<file path="config.mk">
export PLATFORM = sky130hd
export DESIGN_NAME = dmaBusMaster_flat
export DESIGN_NICKNAME = d
export VERILOG_FILES = /design/src/common/dmaPkg.sv /design/src/common/dmaIfs.sv /design/src/ramDmaCi/dmaBusMaster.sv /design/src/flat_wrapper.sv
export VERILOG_INCLUDE_DIRS = /design/src /design/src/common
export SDC_FILE = /design/constraint.sdc
export NUM_CORES = 1
export LEC_CHECK = 0
export BUFFER_PORTS_ARGS = -buffer_cell sky130_fd_sc_hd__buf_2
export CAP_MARGIN = 30
export CORE_ASPECT_RATIO = 1.5
export CORE_UTILIZATION = 49
export DETAILED_ROUTE_END_ITERATION = 16
export PLACE_DENSITY = 0.82
export SLEW_MARGIN = 20
export SYNTH_ARGS = -nofsm -noshare
export SYNTH_HDL_FRONTEND = slang
export SYNTH_SLANG_ARGS = --single-unit
</file>
<file path="constraint.sdc">
create_clock -name clock -period 2.4 [get_ports clock]
set_input_delay 0.48 -clock clock [delete_from_list [all_inputs] [get_ports clock]]
set_output_delay 0.48 -clock clock [all_outputs]
set_load 0.03 [all_outputs]
</file>
<file path="src/common/dmaConsts.svh">
`ifndef DMA_CONSTS_SVH
`define DMA_CONSTS_SVH

// SRAM geometry
`define SRAM_DEPTH 512
`define SRAM_AW    9

// Register selectors carried in valueA[12:10]
`define SEL_MEMORY      3'd0
`define SEL_BUS_ADDR    3'd1
`define SEL_MEM_ADDR    3'd2
`define SEL_BLOCK_SIZE  3'd3
`define SEL_BURST_SIZE  3'd4
`define SEL_CTRL_STATUS 3'd5

// Commands in valueB[1:0] on a control write
// Read block moves bus data into the SRAM, write block the other way
`define CTRL_READ_BLOCK  2'd1
`define CTRL_WRITE_BLOCK 2'd2

`endif
</file>
<file path="src/common/dmaPkg.sv">
`include "dmaConsts.svh"

package dmaPkg;

    // Data word, also used for bus addresses
    typedef logic [31:0] word_t;

    // Word address into the SRAM
    typedef logic [`SRAM_AW-1:0] sramAddr_t;

    // Number of words in a block
    typedef logic [9:0] blockSize_t;

    // Beats minus one, as sent on the bus
    typedef logic [7:0] burstSize_t;

    // Custom-instruction number
    typedef logic [7:0] ciId_t;

    // Bus master states
    typedef enum logic [2:0] {
        IDLE,
        REQUEST,
        BEGIN,
        READ_DATA,
        WRITE_DATA,
        END_BURST,
        DONE
    } dmaState_t;

endpackage

</file>
<file path="src/common/dmaIfs.sv">
// DMA configuration from the decoder to the bus engine
interface dmaCtrlIf;
    import dmaPkg::*;

    word_t      busStartAddress;
    sramAddr_t  memStartAddress;
    blockSize_t blockSize;
    burstSize_t burstSize;
    logic       startRead;
    logic       startWrite;
    logic       busy;
    logic       error;

    modport regs (
        output busStartAddress, memStartAddress, blockSize, burstSize,
        output startRead, startWrite,
        input  busy, error
    );

    modport engine (
        input  busStartAddress, memStartAddress, blockSize, burstSize,
        input  startRead, startWrite,
        output busy, error
    );
endinterface

// One SRAM port
interface sramPortIf;
    import dmaPkg::*;

    sramAddr_t address;
    logic      writeEnable;
    word_t     dataIn;
    word_t     dataOut;

    modport user (
        output address, writeEnable, dataIn,
        input  dataOut
    );

    modport memory (
        input  address, writeEnable, dataIn,
        output dataOut
    );
endinterface

</file>
<file path="src/ramDmaCi/dmaBusMaster.sv">
module dmaBusMaster (
    input  logic               clock,
    input  logic               rst,
    dmaCtrlIf.engine           ctrl,
    sramPortIf.user            sram,

    output logic               busOutRequest,
    input  logic               busInGrant,

    output dmaPkg::word_t      busOutAddressData,
    output dmaPkg::burstSize_t busOutBurstSize,
    output logic               busOutReadNotWrite,
    output logic               busOutBeginTransaction,
    output logic               busOutEndTransaction,
    output logic               busOutDataValid,

    input  dmaPkg::word_t      busInAddressData,
    input  logic               busInDataValid,
    input  logic               busInEndTransaction,
    input  logic               busInBusy,
    input  logic               busInError
);
    import dmaPkg::*;

    dmaState_t  state;
    logic       isRead;
    logic       error;
    blockSize_t wordsLeft;
    blockSize_t beatsLeft;
    blockSize_t burstLength;
    blockSize_t nextBurst;
    blockSize_t beatsMinusOne;
    word_t      busAddress;
    sramAddr_t  memAddress;
    logic       beatTaken;
    logic       lastBeat;

    // Last burst of a block only carries what remains
    assign nextBurst     = (wordsLeft < burstLength) ? wordsLeft : burstLength;
    assign beatsMinusOne = beatsLeft - 1'b1;
    assign lastBeat      = (beatsLeft == 10'd1);

    // Read beats land on valid, write beats are taken when the slave is not busy
    assign beatTaken = ((state == READ_DATA) && busInDataValid)
                    || ((state == WRITE_DATA) && !busInBusy);

    always_ff @(posedge clock) begin
        if (rst) begin
            state       <= IDLE;
            isRead      <= 1'b0;
            error       <= 1'b0;
            wordsLeft   <= '0;
            beatsLeft   <= '0;
            burstLength <= '0;
            busAddress  <= '0;
            memAddress  <= '0;
        end else begin
            case (state)
                IDLE: begin
                    if (ctrl.startRead || ctrl.startWrite) begin
                        isRead      <= ctrl.startRead;
                        error       <= 1'b0;
                        wordsLeft   <= ctrl.blockSize;
                        burstLength <= {2'b00, ctrl.burstSize} + 10'd1;
                        busAddress  <= ctrl.busStartAddress;
                        memAddress  <= ctrl.memStartAddress;
                        state       <= (ctrl.blockSize == '0) ? DONE : REQUEST;
                    end
                end
                REQUEST: begin
                    if (busInGrant) begin
                        beatsLeft <= nextBurst;
                        state     <= BEGIN;
                    end
                end
                BEGIN: begin
                    state <= isRead ? READ_DATA : WRITE_DATA;
                end
                READ_DATA: begin
                    if ((busInDataValid && lastBeat) || busInEndTransaction) begin
                        state <= END_BURST;
                    end
                end
                WRITE_DATA: begin
                    if (!busInBusy && lastBeat) begin
                        state <= END_BURST;
                    end
                end
                END_BURST: begin
                    state <= (wordsLeft == '0) ? DONE : REQUEST;
                end
                DONE: begin
                    state <= IDLE;
                end
                default: begin
                    state <= IDLE;
                end
            endcase

            if (beatTaken) begin
                wordsLeft  <= wordsLeft - 1'b1;
                beatsLeft  <= beatsLeft - 1'b1;
                busAddress <= busAddress + 32'd4;
                memAddress <= memAddress + 1'b1;
            end

            // Abort the whole block
            if (busInError && (state != IDLE) && (state != DONE)) begin
                error <= 1'b1;
                state <= IDLE;
            end
        end
    end

    // Look one word ahead on writes so a beat can go out every cycle
    always_comb begin
        if ((state == WRITE_DATA) && !busInBusy) begin
            sram.address = memAddress + 1'b1;
        end else begin
            sram.address = memAddress;
        end
    end

    assign sram.writeEnable = (state == READ_DATA) && busInDataValid;
    assign sram.dataIn      = busInAddressData;

    always_comb begin
        busOutRequest          = (state == REQUEST) || (state == BEGIN)
                              || (state == READ_DATA) || (state == WRITE_DATA);
        busOutBeginTransaction = (state == BEGIN);
        busOutReadNotWrite     = (state == BEGIN) && isRead;
        busOutDataValid        = (state == WRITE_DATA);
        busOutEndTransaction   = (state == END_BURST) && !isRead;
        busOutBurstSize        = '0;
        busOutAddressData      = '0;
        if (state == BEGIN) begin
            busOutBurstSize   = beatsMinusOne[7:0];
            busOutAddressData = busAddress;
        end else if (state == WRITE_DATA) begin
            busOutAddressData = sram.dataOut;
        end
    end

    assign ctrl.busy  = (state != IDLE);
    assign ctrl.error = error;

endmodule

</file>
<file path="src/flat_wrapper.sv">
// flat-port wrapper written by rule: the top's interface ports become plain ports
module dmaBusMaster_flat import dmaPkg::*;
  (clock, rst, busOutRequest, busInGrant, busOutAddressData, busOutBurstSize, busOutReadNotWrite, busOutBeginTransaction, busOutEndTransaction, busOutDataValid, busInAddressData, busInDataValid, busInEndTransaction, busInBusy, busInError, ctrl_busStartAddress, ctrl_memStartAddress, ctrl_blockSize, ctrl_burstSize, ctrl_startRead, ctrl_startWrite, ctrl_busy, ctrl_error, sram_address, sram_writeEnable, sram_dataIn, sram_dataOut);
  dmaCtrlIf ctrl_i ();
  sramPortIf sram_i ();
  input  logic clock;
  input  logic rst;
  output logic busOutRequest;
  input  logic busInGrant;
  output dmaPkg::word_t busOutAddressData;
  output dmaPkg::burstSize_t busOutBurstSize;
  output logic busOutReadNotWrite;
  output logic busOutBeginTransaction;
  output logic busOutEndTransaction;
  output logic busOutDataValid;
  input  dmaPkg::word_t busInAddressData;
  input  logic busInDataValid;
  input  logic busInEndTransaction;
  input  logic busInBusy;
  input  logic busInError;
  input wire logic [$bits(ctrl_i.busStartAddress)-1:0] ctrl_busStartAddress;
  input wire logic [$bits(ctrl_i.memStartAddress)-1:0] ctrl_memStartAddress;
  input wire logic [$bits(ctrl_i.blockSize)-1:0] ctrl_blockSize;
  input wire logic [$bits(ctrl_i.burstSize)-1:0] ctrl_burstSize;
  input wire logic [$bits(ctrl_i.startRead)-1:0] ctrl_startRead;
  input wire logic [$bits(ctrl_i.startWrite)-1:0] ctrl_startWrite;
  output wire logic [$bits(ctrl_i.busy)-1:0] ctrl_busy;
  output wire logic [$bits(ctrl_i.error)-1:0] ctrl_error;
  output wire logic [$bits(sram_i.address)-1:0] sram_address;
  output wire logic [$bits(sram_i.writeEnable)-1:0] sram_writeEnable;
  output wire logic [$bits(sram_i.dataIn)-1:0] sram_dataIn;
  input wire logic [$bits(sram_i.dataOut)-1:0] sram_dataOut;
  assign ctrl_i.busStartAddress = ctrl_busStartAddress;
  assign ctrl_i.memStartAddress = ctrl_memStartAddress;
  assign ctrl_i.blockSize = ctrl_blockSize;
  assign ctrl_i.burstSize = ctrl_burstSize;
  assign ctrl_i.startRead = ctrl_startRead;
  assign ctrl_i.startWrite = ctrl_startWrite;
  assign ctrl_busy = ctrl_i.busy;
  assign ctrl_error = ctrl_i.error;
  assign sram_address = sram_i.address;
  assign sram_writeEnable = sram_i.writeEnable;
  assign sram_dataIn = sram_i.dataIn;
  assign sram_i.dataOut = sram_dataOut;
  dmaBusMaster u_core (.clock(clock), .rst(rst), .ctrl(ctrl_i), .sram(sram_i), .busOutRequest(busOutRequest), .busInGrant(busInGrant), .busOutAddressData(busOutAddressData), .busOutBurstSize(busOutBurstSize), .busOutReadNotWrite(busOutReadNotWrite), .busOutBeginTransaction(busOutBeginTransaction), .busOutEndTransaction(busOutEndTransaction), .busOutDataValid(busOutDataValid), .busInAddressData(busInAddressData), .busInDataValid(busInDataValid), .busInEndTransaction(busInEndTransaction), .busInBusy(busInBusy), .busInError(busInError));
endmodule
</file>
# Word-level counts from Yosys, hierarchy flattened
# Cells that the tools add are included.
# totals
register_bits,76
in_bits,132
output_inout_bits,89
word_cells,85
# classes
addsub,5
magnitude_cmp,1
eq_ne,11
muxes,28
n_reduce_logical,32
# op_table
cell,n
32-bit two-way mux,5
10-bit two-way mux,7
9-bit two-way mux,4
"32-bit by 3-bit adder with 32-bit output, second input constant",1
3-bit two-way mux,7
10-bit zero test,2
"10-bit by 1-bit subtractor with 10-bit output, second input constant",2
3-bit one-hot mux with 6 select lines,1
2-bit nonzero test,6
"10-bit by 1-bit == test with 1-bit output, second input constant",1
10-bit < comparator,1
"8-bit by 1-bit adder with 9-bit output, second input constant",1
"9-bit by 1-bit adder with 9-bit output, second input constant",1
1-bit logical AND,8
8-bit two-way mux,1
2-bit AND reduction,4
"3-bit by 2-bit == test with 1-bit output, second input constant",2
"3-bit == test, second input constant",2
1-bit logical OR,6
"2-bit by 1-bit != test with 1-bit output, second input constant",2
"2-bit != test, second input constant",2
4-bit AND reduction,1
"3-bit by 1-bit == test with 1-bit output, second input constant",1
3-bit zero test,1
5 further kinds,8

# Depth between registers and ports, before layout
# logic_depth
depth_word,5
ltp_mapped,9
depth_no_buf,8

# Worst setup path after synthesis
# Ideal clock, no wire load.
# synth_timing
kind,reg2out
startpoint,register u_core.state[1]
endpoint,output busOutAddressData[22]
t_arrival_ps,1885
required_ps,1920
path_slack_ps,35
path_stages_with_launch,8
path_buffers,3
cell_sequence,dfxtp_1 buf_6 nor2b_1 nand2b_1 clkbuf_1 clkinv_1 clkbuf_1 a22o_1
# synth_between
elab_cells_between_ends,4
cone_classes,eq/ne: 2; mux: 2
# synth_lines
element,line,text
from (decl),dmaBusMaster.sv:25,dmaState_t state;
from (signal assigned),dmaBusMaster.sv:67,state <= (ctrl.blockSize == '0) ? DONE : REQUEST;
from (signal assigned),dmaBusMaster.sv:77,state <= isRead ? READ_DATA : WRITE_DATA;
from (signal assigned),dmaBusMaster.sv:90,state <= (wordsLeft == '0) ? DONE : REQUEST;
3-bit by 2-bit == test with 1-bit output,n/a,
named net busOutBeginTransaction,flat_wrapper.sv:13,output logic busOutBeginTransaction;
32-bit two-way mux,dmaBusMaster.sv:136,if (state == BEGIN) begin
to (decl),flat_wrapper.sv:10,output dmaPkg::word_t busOutAddressData;
# The timed path passes the listed nets, and every way through them passes these cells.

# Final worst setup path
# layout_timing
startpoint,register u_core.state[1]
endpoint,output sram_address[7]
# layout_between
elab_chain_cells,3
# layout_lines
element,line,text
3-bit == test,dmaBusMaster.sv:117,if ((state == WRITE_DATA) && !busInBusy) begin
1-bit logical AND,dmaBusMaster.sv:117,
9-bit two-way mux,dmaBusMaster.sv:117,
to (decl),flat_wrapper.sv:29,output wire logic [$bits(sram_i.address)-1:0] sram_address;
# Every way passes these cells.

==> summary.md <==
| Metric | Value |
|---|---|
| Status | complete, no violations |
| Most common cell in the netlist | nand2_1 |
| Final Max Slew Viols | 0 |
| Dpl cells | 924 |
| Sequential share of the synthesized area | 28.8% |
| Die area | 11100 um^2 |
| Hpwl dp | 11400 um |
| Asr flop ratio synth | 0% |
| GRT Total Usage | 27.7% |
| Netlist cell types | 68 |
| CTS buffer count | 9 |
| Leak | 2.71 nW |
| Critical Path Sink Type | output pin |
| Sequential cell area | 1510 um^2 |
| Synth Flop Type | dfxtp_1 |
| Slowest stage delay, CP | 390 ps |
| Synth-to-layout area growth | 20.9% |
| Fin util | 61.5% |
| Fin nets | 940 |
| CP arrival | 1830 ps |
| Synth top area share | 28.8% |
| Synthesized area | 5210 um^2 |
| DRC | 0 |
| Pin count of the biggest net entering global routing | 44 |
| Worst vdd ir | 0.512 mV |
| Final setup vio count | 0 |
| Vias | 5647 |
| Slowest CP cell | or3_1 |
| Final Cycle Share | 96.1% |
| Port bufs | 156 |
| Io pins | 221 |
| RePlAce Congestion | 0.931 |
| Vias/cell | 6.00 |
| Post-synthesis net count | 824 |
| Max-cap violations | 0 |
| WP data required | 1920 ps |
| CTS tree | done |
| Cells along the critical path | nand2b_1 > or3_1 > nor2_1 > xor2_1 > buf_2 |
| First-pass GRT wire length | 24400 um |
| CP Launch Type | flip-flop |
| Antenna Nets Post-Route | 0 |
| H-tree Lvls | 3 |
| # fillers | 910 |
| Yosys warning count | 0 |
| Mapped Cells | 678 |
| Std-Cell Core Area | 10200 um^2 |
| Delay-heaviest family, CP | simple AND/OR/NAND/NOR gates |
| PD cells | 1080 nW/um^2 |
| Layout cells sized above 1 | 28.2% |
| Layout Cells excl Fill | 941 |
| DRT iter0 DRCs | 339 |
| Area leader, netlist | dfxtp_1 |
| CTS sink cnt | 75 |
| GRT overflow | 0 |
| Multi-input logic area | 3240 um^2 |
| Hold Vio Cnt, Final | 0 |
| Unrepaired setup endpoints after global routing | true |
| Drt total wl | 15300 um |
| CP Max Fanout | 6 |
| Yosys reg bits | 75 |
| CTS root buffer | clkbuf_16 |
| Slew @ Worst Pin | 517 ps |
| Worst Skew | 4.96 ps |
| Clock Path Buffers | 2 |
| Rows | 45 |
| Vias in the first global route | 5241 |
| Number of synthesized flops with an enable pin | 0 |
| Initial core utilization | 50.9% |
| WS Path Type | reg -> out |
| Fin Setup TNS | 0 ps |
| Ranking of synthesized cells by area | dfxtp_1, nand2_1, a21oi_1, a22o_1, nor2_1 |
| Fmax | 0.433 GHz |
| Antenna violations before repair | 0 |
| Fin area | 6300 um^2 |
| Worst-path clk slew | 60 ps |
| Die Y | 128 um |
| 1st-pass router iterations | 5 |
| Final Critical Period | 2310 ps |
| Placed Area | 5960 um^2 |
| Buf+Inv Stages, Crit Path | 1 |
| Slew margin rel. | 65.5% |
| Die width | 86.2 um |
| Wire per inst | 16.2 um |
| Avg Cell Area, Syn | 7.69 um^2 |
| HP Class | in -> reg |
| Clock Latency Late Sink | 340 ps |
| Top post-synthesis cells by count | nand2_1, dfxtp_1, nor2_1, a21oi_1 |
| Setup slack, reg-to-reg | 210 ps |
| Power consumption | 0.00683 W |
| Setup repair bufs after CTS | 0 |
==> stage by stage <==
step                hold WS [ps]  setup slack [ps]
finish                       370              92.8
global route                 378            -0.328
CTS                          363              21.0
detailed placement           455               253
global placement             442               302
floorplan                    437              35.2
==> flip-flops by register name (all words and copies together), names as in the netlist <==
register / cells
u_core.busAddress: 32
u_core.state: 3
u_core.isRead: 1
u_core.ctrl.error: 1
u_core.wordsLeft: 10
u_core.memAddress: 9
u_core.burstLength: 9
u_core.beatsLeft: 10
==> cells by family (layout without fill, tap and decap cells) <==
family,Yosys count,after routing,share of synthesized area (%)
adders and majority gates,14,14,3.36
AOI/OAI and AO/OA,185,185,24.4
DFF,75,75,28.8
and+or+nand+nor,276,276,26.9
buffers and inverters,91,212,9.72
muxes,15,15,3.05
other,0,1,0
xor gates and xnor gates,22,22,3.70
==> worst reg2reg max path, stage by stage, from the launching register on <==
cell	delay, ps
dfxtp_1	360
inv_1	80
ha_1	190
or4b_1	550
nor3_2	320
nor2b_1	90
o21a_1	200
a2111oi_2	310
==> cell type report <==
cell class              instances  share of cell area, %
multi-input cells             512                   51.4
flip-flops and latches         75                   24.0
repair buffers                179                   15.8
clock buffers                  11                   4.01
well taps                     141                   2.80
inverters                      17                   1.01
clock inverters                 5                  0.953
diodes                          1                 0.0397
==> routing by layer <==
metal  vias to the layer above  global-route usage (%)  wire length, um
li1                       2692                       -                -
met4                         0                    17.7              780
met5                         -                       0                0
met2                       262                    47.3             7550
met3                        67                    4.76              912
met1                      2626                    31.7             6020
==> path summary, 6_finish.rpt <==
kind                                            from               endpoint  cells past startpoint
worst max register to register   u_core.wordsLeft[0]        u_core.state[2]                      7
worst min register to register  u_core.busAddress[0]   u_core.busAddress[0]                      2
worst max-delay path                 u_core.state[1]        sram_address[7]                      5
worst min-delay path               ctrl_burstSize[0]  u_core.burstLength[0]                      2
==> report_power, final <==
group          switching [W]  internal [W]
combinational        0.00206       0.00133
clock               0.000541      0.000865
sequential          0.000445       0.00159
total                0.00305       0.00379
==> cells in the final DEF (no fill, tap or decap), drive strengths merged, types with 3 or more instances in the layout <==
| cell type | count |
|---|---|
| a21oi | 57 |
| nor3b | 5 |
| or2 | 4 |
| buf | 178 |
| a221oi | 13 |
| xnor2 | 14 |
| nor3 | 21 |
| xor2 | 8 |
| nor2 | 70 |
| nand2 | 88 |
| a22o | 32 |
| nor4b | 3 |
| inv | 18 |
| ha | 14 |
| o211ai | 9 |
| or4 | 3 |
| dfxtp | 75 |
| nand4 | 7 |
| o22ai | 7 |
| nor2b | 5 |
| a31oi | 7 |
| or4b | 3 |
| and2 | 3 |
| a22oi | 5 |
| a211oi | 10 |
| o311ai | 8 |
| mux2 | 7 |
| or3 | 5 |
| mux2i | 8 |
| nand3 | 19 |
| o21ai | 20 |
| o21a | 3 |
| and4 | 5 |
| clkbuf | 12 |
| and3 | 10 |
| nand2b | 8 |
| nor4 | 12 |
==> what timing repair did <==
item	CTS	global route
gates resized for setup	2	12
endpoints found under the hold margin	0	0
hold buffers	0	0
endpoints found under the setup margin	32	35
Note: power is estimated with default switching activity, not from simulation.
