`src/common/dmaConsts.svh`:
```
`ifndef DMA_CONSTS_SVH
`define DMA_CONSTS_SVH

// SRAM geometry
`define SRAM_DEPTH 512
`define SRAM_AW    9

// Register selectors carried in valueA[12:10]
`define SEL_MEMORY      3'd0
`define SEL_BUS_ADDR    3'd1
`define SEL_MEM_ADDR    3'd2
`define SEL_BLOCK_SIZE  3'd3
`define SEL_BURST_SIZE  3'd4
`define SEL_CTRL_STATUS 3'd5

// Commands in valueB[1:0] on a control write
// Read block moves bus data into the SRAM, write block the other way
`define CTRL_READ_BLOCK  2'd1
`define CTRL_WRITE_BLOCK 2'd2

`endif
```
`src/common/dmaPkg.sv`:
```
`include "dmaConsts.svh"

package dmaPkg;

    // Data word, also used for bus addresses
    typedef logic [31:0] word_t;

    // Word address into the SRAM
    typedef logic [`SRAM_AW-1:0] sramAddr_t;

    // Number of words in a block
    typedef logic [9:0] blockSize_t;

    // Beats minus one, as sent on the bus
    typedef logic [7:0] burstSize_t;

    // Custom-instruction number
    typedef logic [7:0] ciId_t;

    // Bus master states
    typedef enum logic [2:0] {
        IDLE,
        REQUEST,
        BEGIN,
        READ_DATA,
        WRITE_DATA,
        END_BURST,
        DONE
    } dmaState_t;

endpackage

```
`src/common/dmaIfs.sv`:
```
// DMA configuration from the decoder to the bus engine
interface dmaCtrlIf;
    import dmaPkg::*;

    word_t      busStartAddress;
    sramAddr_t  memStartAddress;
    blockSize_t blockSize;
    burstSize_t burstSize;
    logic       startRead;
    logic       startWrite;
    logic       busy;
    logic       error;

    modport regs (
        output busStartAddress, memStartAddress, blockSize, burstSize,
        output startRead, startWrite,
        input  busy, error
    );

    modport engine (
        input  busStartAddress, memStartAddress, blockSize, burstSize,
        input  startRead, startWrite,
        output busy, error
    );
endinterface

// One SRAM port
interface sramPortIf;
    import dmaPkg::*;

    sramAddr_t address;
    logic      writeEnable;
    word_t     dataIn;
    word_t     dataOut;

    modport user (
        output address, writeEnable, dataIn,
        input  dataOut
    );

    modport memory (
        input  address, writeEnable, dataIn,
        output dataOut
    );
endinterface

```
`src/ramDmaCi/ciDecoder.sv`:
```
`include "dmaConsts.svh"

module ciDecoder #(
    parameter dmaPkg::ciId_t customId = 8'h00
) (
    input  logic          clock,
    input  logic          rst,
    input  logic          start,
    input  dmaPkg::ciId_t ciN,
    input  dmaPkg::word_t valueA,
    input  dmaPkg::word_t valueB,
    output logic          done,
    output dmaPkg::word_t result,
    dmaCtrlIf.regs        ctrl,
    sramPortIf.user       sram
);
    import dmaPkg::*;

    logic       isMyCi;
    logic [2:0] selector;
    logic       isWrite;
    logic       memAccess;
    logic       memRead;
    logic       regWrite;
    logic       immediateDone;
    logic       readPending;
    logic       engineActive;
    word_t      regValue;

    word_t      busStartAddress;
    sramAddr_t  memStartAddress;
    blockSize_t blockSize;
    burstSize_t burstSize;

    assign isMyCi    = start && (ciN == customId);
    assign selector  = valueA[12:10];
    assign isWrite   = valueA[9];
    assign memAccess = isMyCi && (selector == `SEL_MEMORY);
    assign memRead   = memAccess && !isWrite;
    assign regWrite  = isMyCi && isWrite && (selector != `SEL_MEMORY);

    // A start already issued counts as running until busy takes over
    assign engineActive = ctrl.busy || ctrl.startRead || ctrl.startWrite;

    // Port A follows the instruction directly
    assign sram.address     = valueA[`SRAM_AW-1:0];
    assign sram.writeEnable = memAccess && isWrite;
    assign sram.dataIn      = valueB;

    assign ctrl.busStartAddress = busStartAddress;
    assign ctrl.memStartAddress = memStartAddress;
    assign ctrl.blockSize       = blockSize;
    assign ctrl.burstSize       = burstSize;

    always_ff @(posedge clock) begin
        if (rst) begin
            busStartAddress <= '0;
            memStartAddress <= '0;
            blockSize       <= '0;
            burstSize       <= '0;
            ctrl.startRead  <= 1'b0;
            ctrl.startWrite <= 1'b0;
        end else begin
            ctrl.startRead  <= 1'b0;
            ctrl.startWrite <= 1'b0;
            if (regWrite) begin
                case (selector)
                    `SEL_BUS_ADDR:   busStartAddress <= valueB;
                    `SEL_MEM_ADDR:   memStartAddress <= valueB[`SRAM_AW-1:0];
                    `SEL_BLOCK_SIZE: blockSize <= valueB[9:0];
                    `SEL_BURST_SIZE: burstSize <= valueB[7:0];
                    `SEL_CTRL_STATUS: begin
                        if (!engineActive) begin
                            ctrl.startRead  <= (valueB[1:0] == `CTRL_READ_BLOCK);
                            ctrl.startWrite <= (valueB[1:0] == `CTRL_WRITE_BLOCK);
                        end
                    end
                    default: ;
                endcase
            end
        end
    end

    // SRAM data is one cycle behind the request
    always_ff @(posedge clock) begin
        if (rst) begin
            readPending <= 1'b0;
        end else begin
            readPending <= memRead;
        end
    end

    always_comb begin
        case (selector)
            `SEL_BUS_ADDR:    regValue = busStartAddress;
            `SEL_MEM_ADDR:    regValue = {23'd0, memStartAddress};
            `SEL_BLOCK_SIZE:  regValue = {22'd0, blockSize};
            `SEL_BURST_SIZE:  regValue = {24'd0, burstSize};
            `SEL_CTRL_STATUS: regValue = {30'd0, ctrl.error, ctrl.busy};
            default:          regValue = '0;
        endcase
    end

    // Everything except an SRAM read completes right away
    assign immediateDone = isMyCi && !memRead;
    assign done          = readPending || immediateDone;

    always_comb begin
        if (readPending) begin
            result = sram.dataOut;
        end else if (immediateDone && !isWrite) begin
            result = regValue;
        end else begin
            result = '0;
        end
    end

endmodule

```
`src/flat_wrapper.sv`:
```
// flat-port wrapper written by rule: the top's interface ports become plain ports
module ciDecoder_flat import dmaPkg::*;
#(
    parameter dmaPkg::ciId_t customId = 8'h00
)
  (clock, rst, start, ciN, valueA, valueB, done, result, ctrl_busStartAddress, ctrl_memStartAddress, ctrl_blockSize, ctrl_burstSize, ctrl_startRead, ctrl_startWrite, ctrl_busy, ctrl_error, sram_address, sram_writeEnable, sram_dataIn, sram_dataOut);
  dmaCtrlIf ctrl_i ();
  sramPortIf sram_i ();
  input  logic clock;
  input  logic rst;
  input  logic start;
  input  dmaPkg::ciId_t ciN;
  input  dmaPkg::word_t valueA;
  input  dmaPkg::word_t valueB;
  output logic done;
  output dmaPkg::word_t result;
  output wire logic [$bits(ctrl_i.busStartAddress)-1:0] ctrl_busStartAddress;
  output wire logic [$bits(ctrl_i.memStartAddress)-1:0] ctrl_memStartAddress;
  output wire logic [$bits(ctrl_i.blockSize)-1:0] ctrl_blockSize;
  output wire logic [$bits(ctrl_i.burstSize)-1:0] ctrl_burstSize;
  output wire logic [$bits(ctrl_i.startRead)-1:0] ctrl_startRead;
  output wire logic [$bits(ctrl_i.startWrite)-1:0] ctrl_startWrite;
  input wire logic [$bits(ctrl_i.busy)-1:0] ctrl_busy;
  input wire logic [$bits(ctrl_i.error)-1:0] ctrl_error;
  output wire logic [$bits(sram_i.address)-1:0] sram_address;
  output wire logic [$bits(sram_i.writeEnable)-1:0] sram_writeEnable;
  output wire logic [$bits(sram_i.dataIn)-1:0] sram_dataIn;
  input wire logic [$bits(sram_i.dataOut)-1:0] sram_dataOut;
  assign ctrl_busStartAddress = ctrl_i.busStartAddress;
  assign ctrl_memStartAddress = ctrl_i.memStartAddress;
  assign ctrl_blockSize = ctrl_i.blockSize;
  assign ctrl_burstSize = ctrl_i.burstSize;
  assign ctrl_startRead = ctrl_i.startRead;
  assign ctrl_startWrite = ctrl_i.startWrite;
  assign ctrl_i.busy = ctrl_busy;
  assign ctrl_i.error = ctrl_error;
  assign sram_address = sram_i.address;
  assign sram_writeEnable = sram_i.writeEnable;
  assign sram_dataIn = sram_i.dataIn;
  assign sram_i.dataOut = sram_dataOut;
  ciDecoder #(.customId(customId)) u_core (.clock(clock), .rst(rst), .start(start), .ciN(ciN), .valueA(valueA), .valueB(valueB), .done(done), .result(result), .ctrl(ctrl_i), .sram(sram_i));
endmodule
```
`config.mk`:
```
export PLATFORM = sky130hd
export DESIGN_NAME = ciDecoder_flat
export DESIGN_NICKNAME = d
export VERILOG_FILES = /design/src/common/dmaPkg.sv /design/src/common/dmaIfs.sv /design/src/ramDmaCi/ciDecoder.sv /design/src/flat_wrapper.sv
export VERILOG_INCLUDE_DIRS = /design/src /design/src/common
export SDC_FILE = /design/constraint.sdc
export NUM_CORES = 1
export LEC_CHECK = 0
export ABC_CLOCK_PERIOD_IN_PS = 1700
export BUFFER_PORTS_ARGS = -buffer_cell sky130_fd_sc_hd__buf_4
export CAP_MARGIN = 20
export CORE_ASPECT_RATIO = 1.1
export CORE_MARGIN = 4
export CORE_UTILIZATION = 37
export DETAILED_ROUTE_END_ITERATION = 12
export GPL_TIMING_DRIVEN = 0
export HOLD_SLACK_MARGIN = 0.03
export MAX_ROUTING_LAYER = met4
export PLACE_DENSITY = 0.76
export SETUP_SLACK_MARGIN = 0.3
export SYNTH_ARGS = -nofsm -noshare
export SYNTH_HDL_FRONTEND = slang
export SYNTH_SLANG_ARGS = --single-unit
```
`constraint.sdc`:
```
create_clock -name clock -period 1.7 [get_ports clock]
set_clock_uncertainty 0.15 [all_clocks]
set_input_delay 0.085 -clock clock [delete_from_list [all_inputs] [get_ports clock]]
set_output_delay 0.085 -clock clock [all_outputs]
set_load 0.02 [all_outputs]
```
---- Yosys cells after proc, flatten, opt, wreduce, memory -nomap -nowiden ----
Cells that the tools add are included.
storage, ports and cells
  register bits after elaboration ......... 62
  input bits .............................. 109
  output and inout port bits .............. 136
  word-level logic and storage cells ...... 40
cells by class
  equal/unequal tests ..................... 7
  mux-type cells .......................... 3
  bitwise operators ....................... 2
  reductions and logical operators ........ 21
operator list
  kind                                           number
  one-hot mux 32 bit (5 select lines)            1
  two-way mux 32 bit                             2
  logical AND 1 bit                              8
  zero test 8 bit                                1
  AND reduction 2 bit                            4
  == test 3 x 2 -> 1 bit, second input constant  2
  == test 3 bit, second input constant           2
  OR reduction 4 bit                             1
  == test 3 x 1 -> 1 bit, second input constant  1
  zero test 3 bit                                1
  logical OR 1 bit                               3
  nonzero test 3 bit                             1
  == test 2 x 1 -> 1 bit, second input constant  1
  == test 2 bit, second input constant           1
  zero test 1 bit                                2
  NOT 1 bit                                      2

---- Longest topological paths before layout ----
Gate-level depths: netlist of run 1.
  depth in word-level cells ............... 9
  mapped depth ............................ 6
  depth with buffers taken out ............ 4

---- Worst setup path after synthesis of run 1 ----
Ideal clock, no wire load.
  kind .................................... input -> output
  from .................................... in ciN[2]
  to ...................................... out result[8]
  data arrival time ....................... 1676 ps
  required time ........................... 1465 ps
  setup slack ............................. -211 ps
  cell stages on the path ................. 5
  path buffers ............................ 1
  cells stage by stage .................... nor4_4 nand3_2 or4b_1 buf_2 o31ai_2
on the way
  word-level cells in the longest chain between the ends .. 9
ends and longest elaborated chain
  what                  line                text
  start: declaration    flat_wrapper.sv:12  input dmaPkg::ciId_t ciN;
  zero test 8 bit *     ciDecoder.sv:35     assign isMyCi = start && (ciN == customId);
  logical AND 1 bit *   ciDecoder.sv:35
  logical AND 1 bit     ciDecoder.sv:38     assign memAccess = isMyCi && (selector == `SEL_MEMORY);
  logical AND 1 bit     ciDecoder.sv:39     assign memRead = memAccess && !isWrite;
  zero test 1 bit       ciDecoder.sv:105    assign immediateDone = isMyCi && !memRead;
  logical AND 1 bit *   ciDecoder.sv:105
  logical AND 1 bit *   ciDecoder.sv:111    end else if (immediateDone && !isWrite) begin
  two-way mux 32 bit *  ciDecoder.sv:111
  two-way mux 32 bit *  ciDecoder.sv:109    if (readPending) begin
  end: declaration      flat_wrapper.sv:16  output dmaPkg::word_t result;
Mark *: on every way between the ends. The rest lies on a longest branch, timed or not.

---- Worst setup path in the final report of run 1 ----
  from .................................... in ciN[2]
  to ...................................... out result[9]
Same word-level chain as after synthesis.

==> results of run 1 <==
power by group through the flow:
stage	Clock, uW	Sequential, uW	Combinational [uW]
global route	1530	1450	633
global placement	0	1490	501
detailed placement	0	1490	508
CTS	1430	1450	585
floorplan	0	1490	222
finish	1440	1450	601
worst min path at each step:
stage	from	end	slack, ps
finish	ctrl_busy	u_core.ctrl.startRead	-20
global route	ctrl_busy	u_core.ctrl.startRead	-20
CTS	ctrl_busy	u_core.ctrl.startRead	-30
detailed placement	valueB[0]	u_core.ctrl.startWrite	160
global placement	valueB[0]	u_core.ctrl.startWrite	160
floorplan	valueB[1]	u_core.ctrl.startRead	4
cell usage after synthesis (2+ instances only):
library cell  number  area, sq um
a21oi_1           41          205
or4_1              2         15.0
nor3b_1            2         15.0
o22ai_1            2         12.5
nor2_1            29          109
nor4bb_1           3         30.0
nor4_1             2         12.5
nand2b_1           5         31.3
o32ai_1            6         52.6
and4_1             2         17.5
clkbuf_1          23         86.3
nand2_1           77          289
nor2b_1            2         12.5
dfxtp_1           62         1240
buf_2              6         30.0
buf_4             41          308
inv_1              8         30.0
o21ai_1            8         40.0
a22o_1            22          193
nand4_1            3         18.8
mux2i_1           36          360
o31ai_2            2         25.0
worst max-delay path, delay by kind of cell:
| kind | cells | cell delay [ps] |
|---|---|---|
| simple gates | 3 | 940 |
| buf+inv | 4 | 630 |
| compound gates | 1 | 260 |
layer usage:
layer  GRT usage (%)  vias to the layer above  wire, um
met3            8.13                       23      1330
met5               -                        -         0
li1                -                     1902         -
met2            48.2                      229      7760
met1            30.0                     1948      5690
met4            9.69                        0       260
cell type report:
class / instances / area share [%]
repair buffers: 270 / 36.9
multi-input cells: 258 / 28.1
flip-flops and latches: 62 / 19.8
plain buffers: 71 / 9.01
well taps: 111 / 2.21
clock buffers: 10 / 2.03
clock inverters: 6 / 1.38
inverters: 8 / 0.478
diodes: 3 / 0.120
kinds of logic after synthesis:
kind of cell,share of synthesized area (%)
and+or+nand+nor,20.0
AOI/OAI and AO/OA,16.9
buffers and inverters,14.0
DFF,37.8
muxes,11.3
sequential cells by signal (all words and copies together), names as in the netlist:
signal	cells
u_core.ctrl.blockSize	10
u_core.readPending	1
u_core.ctrl.memStartAddress	9
u_core.ctrl.burstSize	8
u_core.ctrl.startWrite	1
u_core.ctrl.startRead	1
u_core.ctrl.busStartAddress	32
stage by stage:
step	hold slack, ps	std cells	instance area [sq um]	worst slack, ps	setup TNS, ps
after global routing	-22.5	799	6280	-508	-14680
after detailed placement	164	725	5150	-550	-18580
after floorplan	3.69	399	3400	-79.8	-600
after global placement	163	725	5150	-527	-17250
after CTS	-29.0	786	6040	-432	-11100
final	-16.1	799	6280	-460	-13050
timing repair:
item | 4_1_cts | 5_1_grt
endpoints found under the hold margin | 62 | 3
setup buffers | 12 | 7
gates resized for setup | 55 | 47
pin swaps | 12 | 13
cloned | 1 | 3
endpoints found under the setup margin | 54 | 66
==> flow_summary.toml, run 1 <==
[clock_network]
cts_hold_buffers = 32
clk_latency_ps = 340
h-tree-depth = 3
clock_path_buffers = 2
clk_pin_slew_ps = 70
cts_tree = "done"
cts_buffers = 9
cts.sinks = 62
cts_root_buffer = "clkbuf_8"

[status]
violations = "negative hold slack, negative setup slack"
status = "finished with violations"

[sta]
relSlewSlack_pct = 48.6
clock.fmax_mhz = 463
setup_ws_ps = -460
worst_slew_pin_slew_ps = 772
fin_crit_sh_pct = 127
slew_viol_final = 0
setup_viol = 33
finalCriticalPeriod_ps = 2160
hold_viol = 2
hold_ws_ps = -16.1
rsz0062_at_grt = "yes"

[route]
vias_per_cell = 5.13
drtPass1Iterations = 5
vias = 4102
antenna_left = 0
drt_wl_total_mm = 15.0
post_drt_wl_per_cell_um = 18.8
drcViolationCount = 0
first_iter_violations = 196

[pwr]
seq_power_share_pct = 41.6
combPwrFrac_pct = 17.2
vdd_ir_drop_max_mv = 0.327
power_uw = 3490
switching_share_pct = 25.3
power.leakage_uw = 0.00292
p_switching_uw = 884
p_int_uw = 2600
power.density_nw_per_um2 = 556
pwr-share-clk_pct = 41.2

[critical_path]
slowest_stage = "or4b_4"
startpoint = "ciN[2]"
worstSetupPathType = "input port to output pin"
crit_path_max_fanout = 5
timing.rr.start = "u_core.ctrl.startRead"
ff2ff_path_depth = 3
cp_cell_sequence = "buf_8 -> nor4_4 -> buf_4 -> nand3_4 -> or4b_4 -> buf_12 -> o31ai_4 -> buf_6"
end_kind = "output pin"
critical_path.endpoint = "result[9]"
ff2ff_setup_slack_ps = 50
rr_endpoint = "u_core.ctrl.startWrite"
slowest_delay_ps = 570
start_kind = "input port"
cp.arrival_ps = 1920
required_ps = 1460

[die]
fp.coreArea_sq_um = 8500
die_w_um = 97.8
rows = 35
initial_core_util_pct = 38.6
pin_count = 245
die_area_sq_um = 10400
die_h_um = 107

[yosys]
synthArstFlopShare_pct = 0
synth_cell_types = 37
syn-num-nets = 508
synth-seq-cells = 62
yosysSeqAreaShare_pct = 37.8
syn_avg_cell_area_sq_um = 8.22
synth_edf_count = 0
ys.flop_type = "dfxtp_1"
synth_area_sq_um = 3280
synth_warnings = 0
netlist_instances = 399

[min_path]
hold_depth = 4
hold_class = "input port to register"

[place]
gp_congestion = 0.901
hpwlAfterDp_mm = 10.2
io_buffers = 215

[global_route]
grt_pass1_wl_mm = 22.3
grt_max_degree = 12
grt_usage_pct = 27.6
antenna_found_initial = 3
grt_pass1_vias = 4301
grt.overflow.total = 0

[cells_and_area]
drive_above_1_share_pct = 50.4
seq_area_sq_um = 1240
fillCellCount = 622
area_growth_pct = 91.3
final_cell_mix = "239 x buf_4, 76 x nand2_1, 60 x dfxtp_1"
final_nets = 789
mostFrequentLayoutCell = "buf_4"
multi_input_area_sq_um = 1760
utilization_pct = 73.9

[flow_run]
max_cap_violations = 0
No activity file was read; power rests on OpenSTA's default activity.
==> run 2, diff against run 1 <==
RECOVER_POWER = 25   (was default)
==> run 2 against run 1 <==
The run still ends with negative hold slack, negative setup slack left. Highest routed layer unchanged. Utilization decreased by 0.44 points. First-iteration DRC count increased by 2.6%. Global-route usage unchanged. Design area decreased by 0.60%. Largest cell class unchanged. Critical endpoint unchanged. Fmax about the same. Routed wire length about the same.
==> flow_summary.toml, run 2 (synthesized netlist as in run 1, its figures left out) <==
[status]
status = "finished with violations"
violations = "negative hold slack, negative setup slack"

[sta]
clock.fmax_mhz = 463
hold_ws_ps = -16.2
setup_ws_ps = -460
slew_viol_final = 0
worst_slew_pin_slew_ps = 770
relSlewSlack_pct = 48.6
setup_viol = 33
hold_viol = 2
fin_crit_sh_pct = 127
finalCriticalPeriod_ps = 2160
rsz0062_at_grt = "yes"
finalSetupTns_ps = -13040

[route]
post_drt_wl_per_cell_um = 18.8
drt_wl_total_mm = 15.0
first_iter_violations = 201
vias = 4111
drtPass1Iterations = 5
vias_per_cell = 5.15
drcViolationCount = 0
antenna_left = 0

[cells_and_area]
instances_no_fill = 799
fillCellCount = 640
fin_area_sq_um = 6240
drive_above_1_share_pct = 48.9
utilization_pct = 73.4
largest_registers = "u_core.ctrl.busStartAddress x32, u_core.ctrl.blockSize x10, u_core.ctrl.memStartAddress x9"
mostFrequentLayoutCell = "buf_4"
area_growth_pct = 90.2
final_cell_mix = "229 x buf_4, 76 x nand2_1, 60 x dfxtp_1"
top_register = "u_core.ctrl.busStartAddress"
final_nets = 789
largest_reg_flops = 32

[clock_network]
cts_buffers = 9
clk_pin_slew_ps = 70
cts_root_buffer = "clkbuf_8"
h-tree-depth = 3
clock_path_buffers = 2
clk_latency_ps = 340
cts_hold_buffers = 32
cts_tree = "done"
cts.sinks = 62

[pwr]
pwr-share-clk_pct = 41.3
power.leakage_uw = 0.00289
switching_share_pct = 25.4
power.density_nw_per_um2 = 558
combPwrFrac_pct = 17.0
p_switching_uw = 883
seq_power_share_pct = 41.7
p_int_uw = 2600
vdd_ir_drop_max_mv = 0.327

[critical_path]
end_kind = "output pin"
cp.arrival_ps = 1920
ff2ff_path_depth = 3
required_ps = 1460
ff2ff_setup_slack_ps = 50
start_kind = "input port"
rr_endpoint = "u_core.ctrl.startWrite"
critical_path.endpoint = "result[9]"
startpoint = "ciN[2]"
timing.rr.start = "u_core.ctrl.startRead"
crit_path_max_fanout = 5
worstSetupPathType = "input port to output pin"

[min_path]
hold_class = "input port to register"
min_from = "ctrl_busy"

[die]
die_area_sq_um = 10400
pin_count = 245
die_h_um = 107
die_w_um = 97.8
fp.coreArea_sq_um = 8500
rows = 35
initial_core_util_pct = 38.6

[place]
dp.cells = 725
gp_congestion = 0.901
hpwlAfterDp_mm = 10.2
io_buffers = 215
placed_cell_area_sq_um = 5150

[global_route]
grt_usage_pct = 27.6
grt_max_degree = 12
grt_pass1_wl_mm = 22.3
antenna_found_initial = 3
grt_pass1_vias = 4301
grt.overflow.total = 0

[flow_run]
max_cap_violations = 0
==> run 2: final cells by class <==
type                       instances  area [sq um]  share of cell area, %
antenna                            3          7.51                  0.120
buffer                            71           566                   9.07
clock buffer                      10           128                   2.05
clock inverter                     6          86.3                   1.38
inverter                           8          30.0                  0.481
multi-input combinational        258          1760                   28.2
sequential                        62          1240                   19.9
tap                              111           139                   2.23
timing repair buffer             270          2280                   36.5
==> run 2: power by group through the flow <==
stage	logic, uW	clock network (uW)	registers [uW]
CTS	585	1430	1450
global placement	501	0	1490
finish	591	1440	1450
floorplan	222	0	1490
global route	623	1530	1450
detailed placement	508	0	1490
==> run 2: worst max-delay path: stages <==
cell and delay, ps:
buf_8 100, nor4_4 280, buf_4 200, nand3_4 90
or4b_4 570, buf_12 170, o31ai_4 260, buf_6 160
==> run 2: how the worst min path moves through the flow <==
stage | to | slack [ps] | depth (start not counted)
after floorplan | u_core.ctrl.startRead | 4 | 1
after CTS | u_core.ctrl.startRead | -30 | 4
after detailed placement | u_core.ctrl.startWrite | 160 | 2
final | u_core.ctrl.startRead | -20 | 4
after global placement | u_core.ctrl.startWrite | 160 | 2
after global routing | u_core.ctrl.startRead | -20 | 4
==> run 2: per-stage QoR <==
step | total power (uW) | setup WS [ps]
final | 3480 | -460
after CTS | 3470 | -432
after floorplan | 1710 | -79.8
after global placement | 1990 | -527
after detailed placement | 1990 | -550
after global routing | 3600 | -508
==> run 2: repair_timing <==
item                                    CTS  global route
hold endpoints to repair                 62             3
cloned                                    1             3
resized for setup                        55            47
pin swaps                                12            13
endpoints found under the setup margin   54            66
setup buffers                            12             7
==> run 2: metal layers <==
layer | up-vias | track usage, % | part of all wire, %
met2 | 242 | 48.2 | 52
met4 | 0 | 9.69 | 1.7
met5 | - | - | 0
li1 | 1905 | - | -
met3 | 23 | 8.13 | 9.1
met1 | 1941 | 30.0 | 38
==> run 3, diff against run 2 <==
ABC_CLOCK_PERIOD_IN_PS = 2100   (was 1700)
CORE_UTILIZATION = 39   (was 37)
clock period = 2.1 ns   (was 1.7 ns; I/O delays follow)
==> run 3 against run 2 <==
The flow now finishes without violations. Utilization shrank 1.6 points. Critical path depth shrank 3. First-iteration DRC count shrank 33%. Cell count shrank 1.6%. Design area shrank 7.4%. Worst hold slack gained 38 ps.
==> flow_summary.toml, run 3 (synthesized netlist as in run 1, its figures left out) <==
[pwr]
p_int_uw = 2100
power.density_nw_per_um2 = 486
power.leakage_uw = 0.00257
pwr-share-clk_pct = 41.8
p_switching_uw = 709
switching_share_pct = 25.2
power_uw = 2810
seq_power_share_pct = 41.8
vdd_ir_drop_max_mv = 0.291
combPwrFrac_pct = 16.4

[die]
rows = 34
die_h_um = 104
die_w_um = 95.5
pin_count = 245
die_area_sq_um = 9950
initial_core_util_pct = 40.8
fp.coreArea_sq_um = 8040

[sta]
relSlewSlack_pct = 58.5
clock.fmax_mhz = 484
rsz0062_at_grt = "yes"
fin_crit_sh_pct = 98.3
slew_viol_final = 0
finalSetupTns_ps = 0
setup_viol = 0
hold_ws_ps = 21.6
finalCriticalPeriod_ps = 2060
hold_viol = 0
worst_slew_pin_slew_ps = 622

[cells_and_area]
fin_area_sq_um = 5780
fillCellCount = 684
final_cell_mix = "187 x buf_4, 77 x nand2_1, 64 x clkbuf_1"
multi_input_area_sq_um = 1670
top_register = "u_core.ctrl.busStartAddress"
instances_no_fill = 786
largest_registers = "u_core.ctrl.busStartAddress x32, u_core.ctrl.blockSize x10, u_core.ctrl.memStartAddress x9"
seq_area_sq_um = 1240
area_growth_pct = 76.2
mostFrequentLayoutCell = "buf_4"
final_nets = 781
largest_reg_flops = 32
drive_above_1_share_pct = 40.0

[place]
hpwlAfterDp_mm = 9.60
io_buffers = 215
placed_cell_area_sq_um = 5080
dp.cells = 722
gp_congestion = 0.827

[route]
vias = 3967
post_drt_wl_per_cell_um = 17.1
drcViolationCount = 0
drtPass1Iterations = 4
antenna_left = 0
drt_wl_total_mm = 13.4
first_iter_violations = 135
vias_per_cell = 5.05

[critical_path]
ff2ff_setup_slack_ps = 420
required_ps = 1850
cp.arrival_ps = 1810
crit_path_max_fanout = 10
ff2ff_path_depth = 3
start_kind = "register"
worstSetupPathType = "register to output pin"
timing.rr.start = "u_core.ctrl.startRead"
slowest_stage = "or4b_4"
startpoint = "u_core.readPending"
cp_cell_sequence = "buf_8 -> or4b_4 -> buf_12 -> o31ai_4 -> buf_6"
slowest_delay_ps = 520
rr_endpoint = "u_core.ctrl.startWrite"
end_kind = "output pin"

[global_route]
grt.overflow.total = 0
grt_max_degree = 13
grt_pass1_vias = 4112
grt_pass1_wl_mm = 20.4
grt_usage_pct = 26.6
antenna_found_initial = 1

[clock_network]
clk_latency_ps = 330
clock_path_buffers = 2
cts_tree = "done"
clk_pin_slew_ps = 70
h-tree-depth = 3
cts_buffers = 9
cts_root_buffer = "clkbuf_8"
cts.sinks = 62

[flow_run]
max_cap_violations = 0

[min_path]
hold_end = "u_core.ctrl.startRead"
hold_class = "input port to register"
hold_depth = 4
min_from = "ctrl_busy"

[status]
status = "complete, no violations"
-- run 3: cell count changes in the layout (fill, tap and decap cells not counted), sizes merged --
| cell | before | now |
|---|---|---|
| buf | 282 | 228 |
| inv | 8 | 9 |
| diode | 3 | 1 |
| clkbuf | 37 | 80 |
| clkinvlp | 1 | 2 |
| dlygate4sd3 | 32 | 34 |
| clkinv | 3 | 2 |
-- run 3: how the worst max path moves through the flow --
| stage | to | slack, ps |
|---|---|---|
| floorplan | result[8] | 280 |
| global placement | result[30] | -140 |
| detailed placement | result[27] | -160 |
| CTS | result[8] | 40 |
| global route | result[8] | 4 |
| finish | result[8] | 40 |
-- run 3: routing by layer --
metal,vias up,GRT usage [%],routed length [um]
met3,25,4.85,1230
met4,0,10.5,291
met2,197,47.2,7040
met1,1857,28.7,4880
met5,-,-,0
li1,1888,-,-
-- run 3: power groups by stage --
stage | registers, uW | logic [uW] | clock network [uW]
floorplan | 1200 | 176 | 0
global placement | 1200 | 397 | 0
detailed placement | 1200 | 401 | 0
CTS | 1170 | 464 | 1190
global route | 1170 | 488 | 1230
finish | 1170 | 461 | 1170
-- run 3: critical path: cells and delay by family (launching register included) --
kind | cells | cell delay, ps
compound gates | 1 | 190
flops | 1 | 330
simple gates | 1 | 520
buf+inv | 3 | 430
-- run 3: cell type report --
cell class	instances	area share, %
Antenna cell	1	0.0433
Buffer	71	8.42
Clock buffer	9	2.14
Clock inverter	7	1.69
Inverter	8	0.520
Multi-Input combinational cell	258	28.8
Sequential cell	62	21.5
Tap cell	108	2.34
Timing Repair Buffer	262	34.5
-- run 3: timing repair --
item,CTS,global route
hold buffers,34,0
hold endpoints to repair,62,0
resized for setup,42,26
buffers inserted,7,4
gates cloned,2,0
setup endpoints to repair,33,61
pin swaps,4,8
-- run 3: metrics by stage --
| stage | setup slack (ps) | utilization, % |
|---|---|---|
| after CTS | 40.1 | 72.9 |
| after global routing | 3.64 | 71.9 |
| final | 35.8 | 71.9 |
| after detailed placement | -161 | 63.2 |
| after floorplan | 280 | - |
| after global placement | -142 | 63.2 |
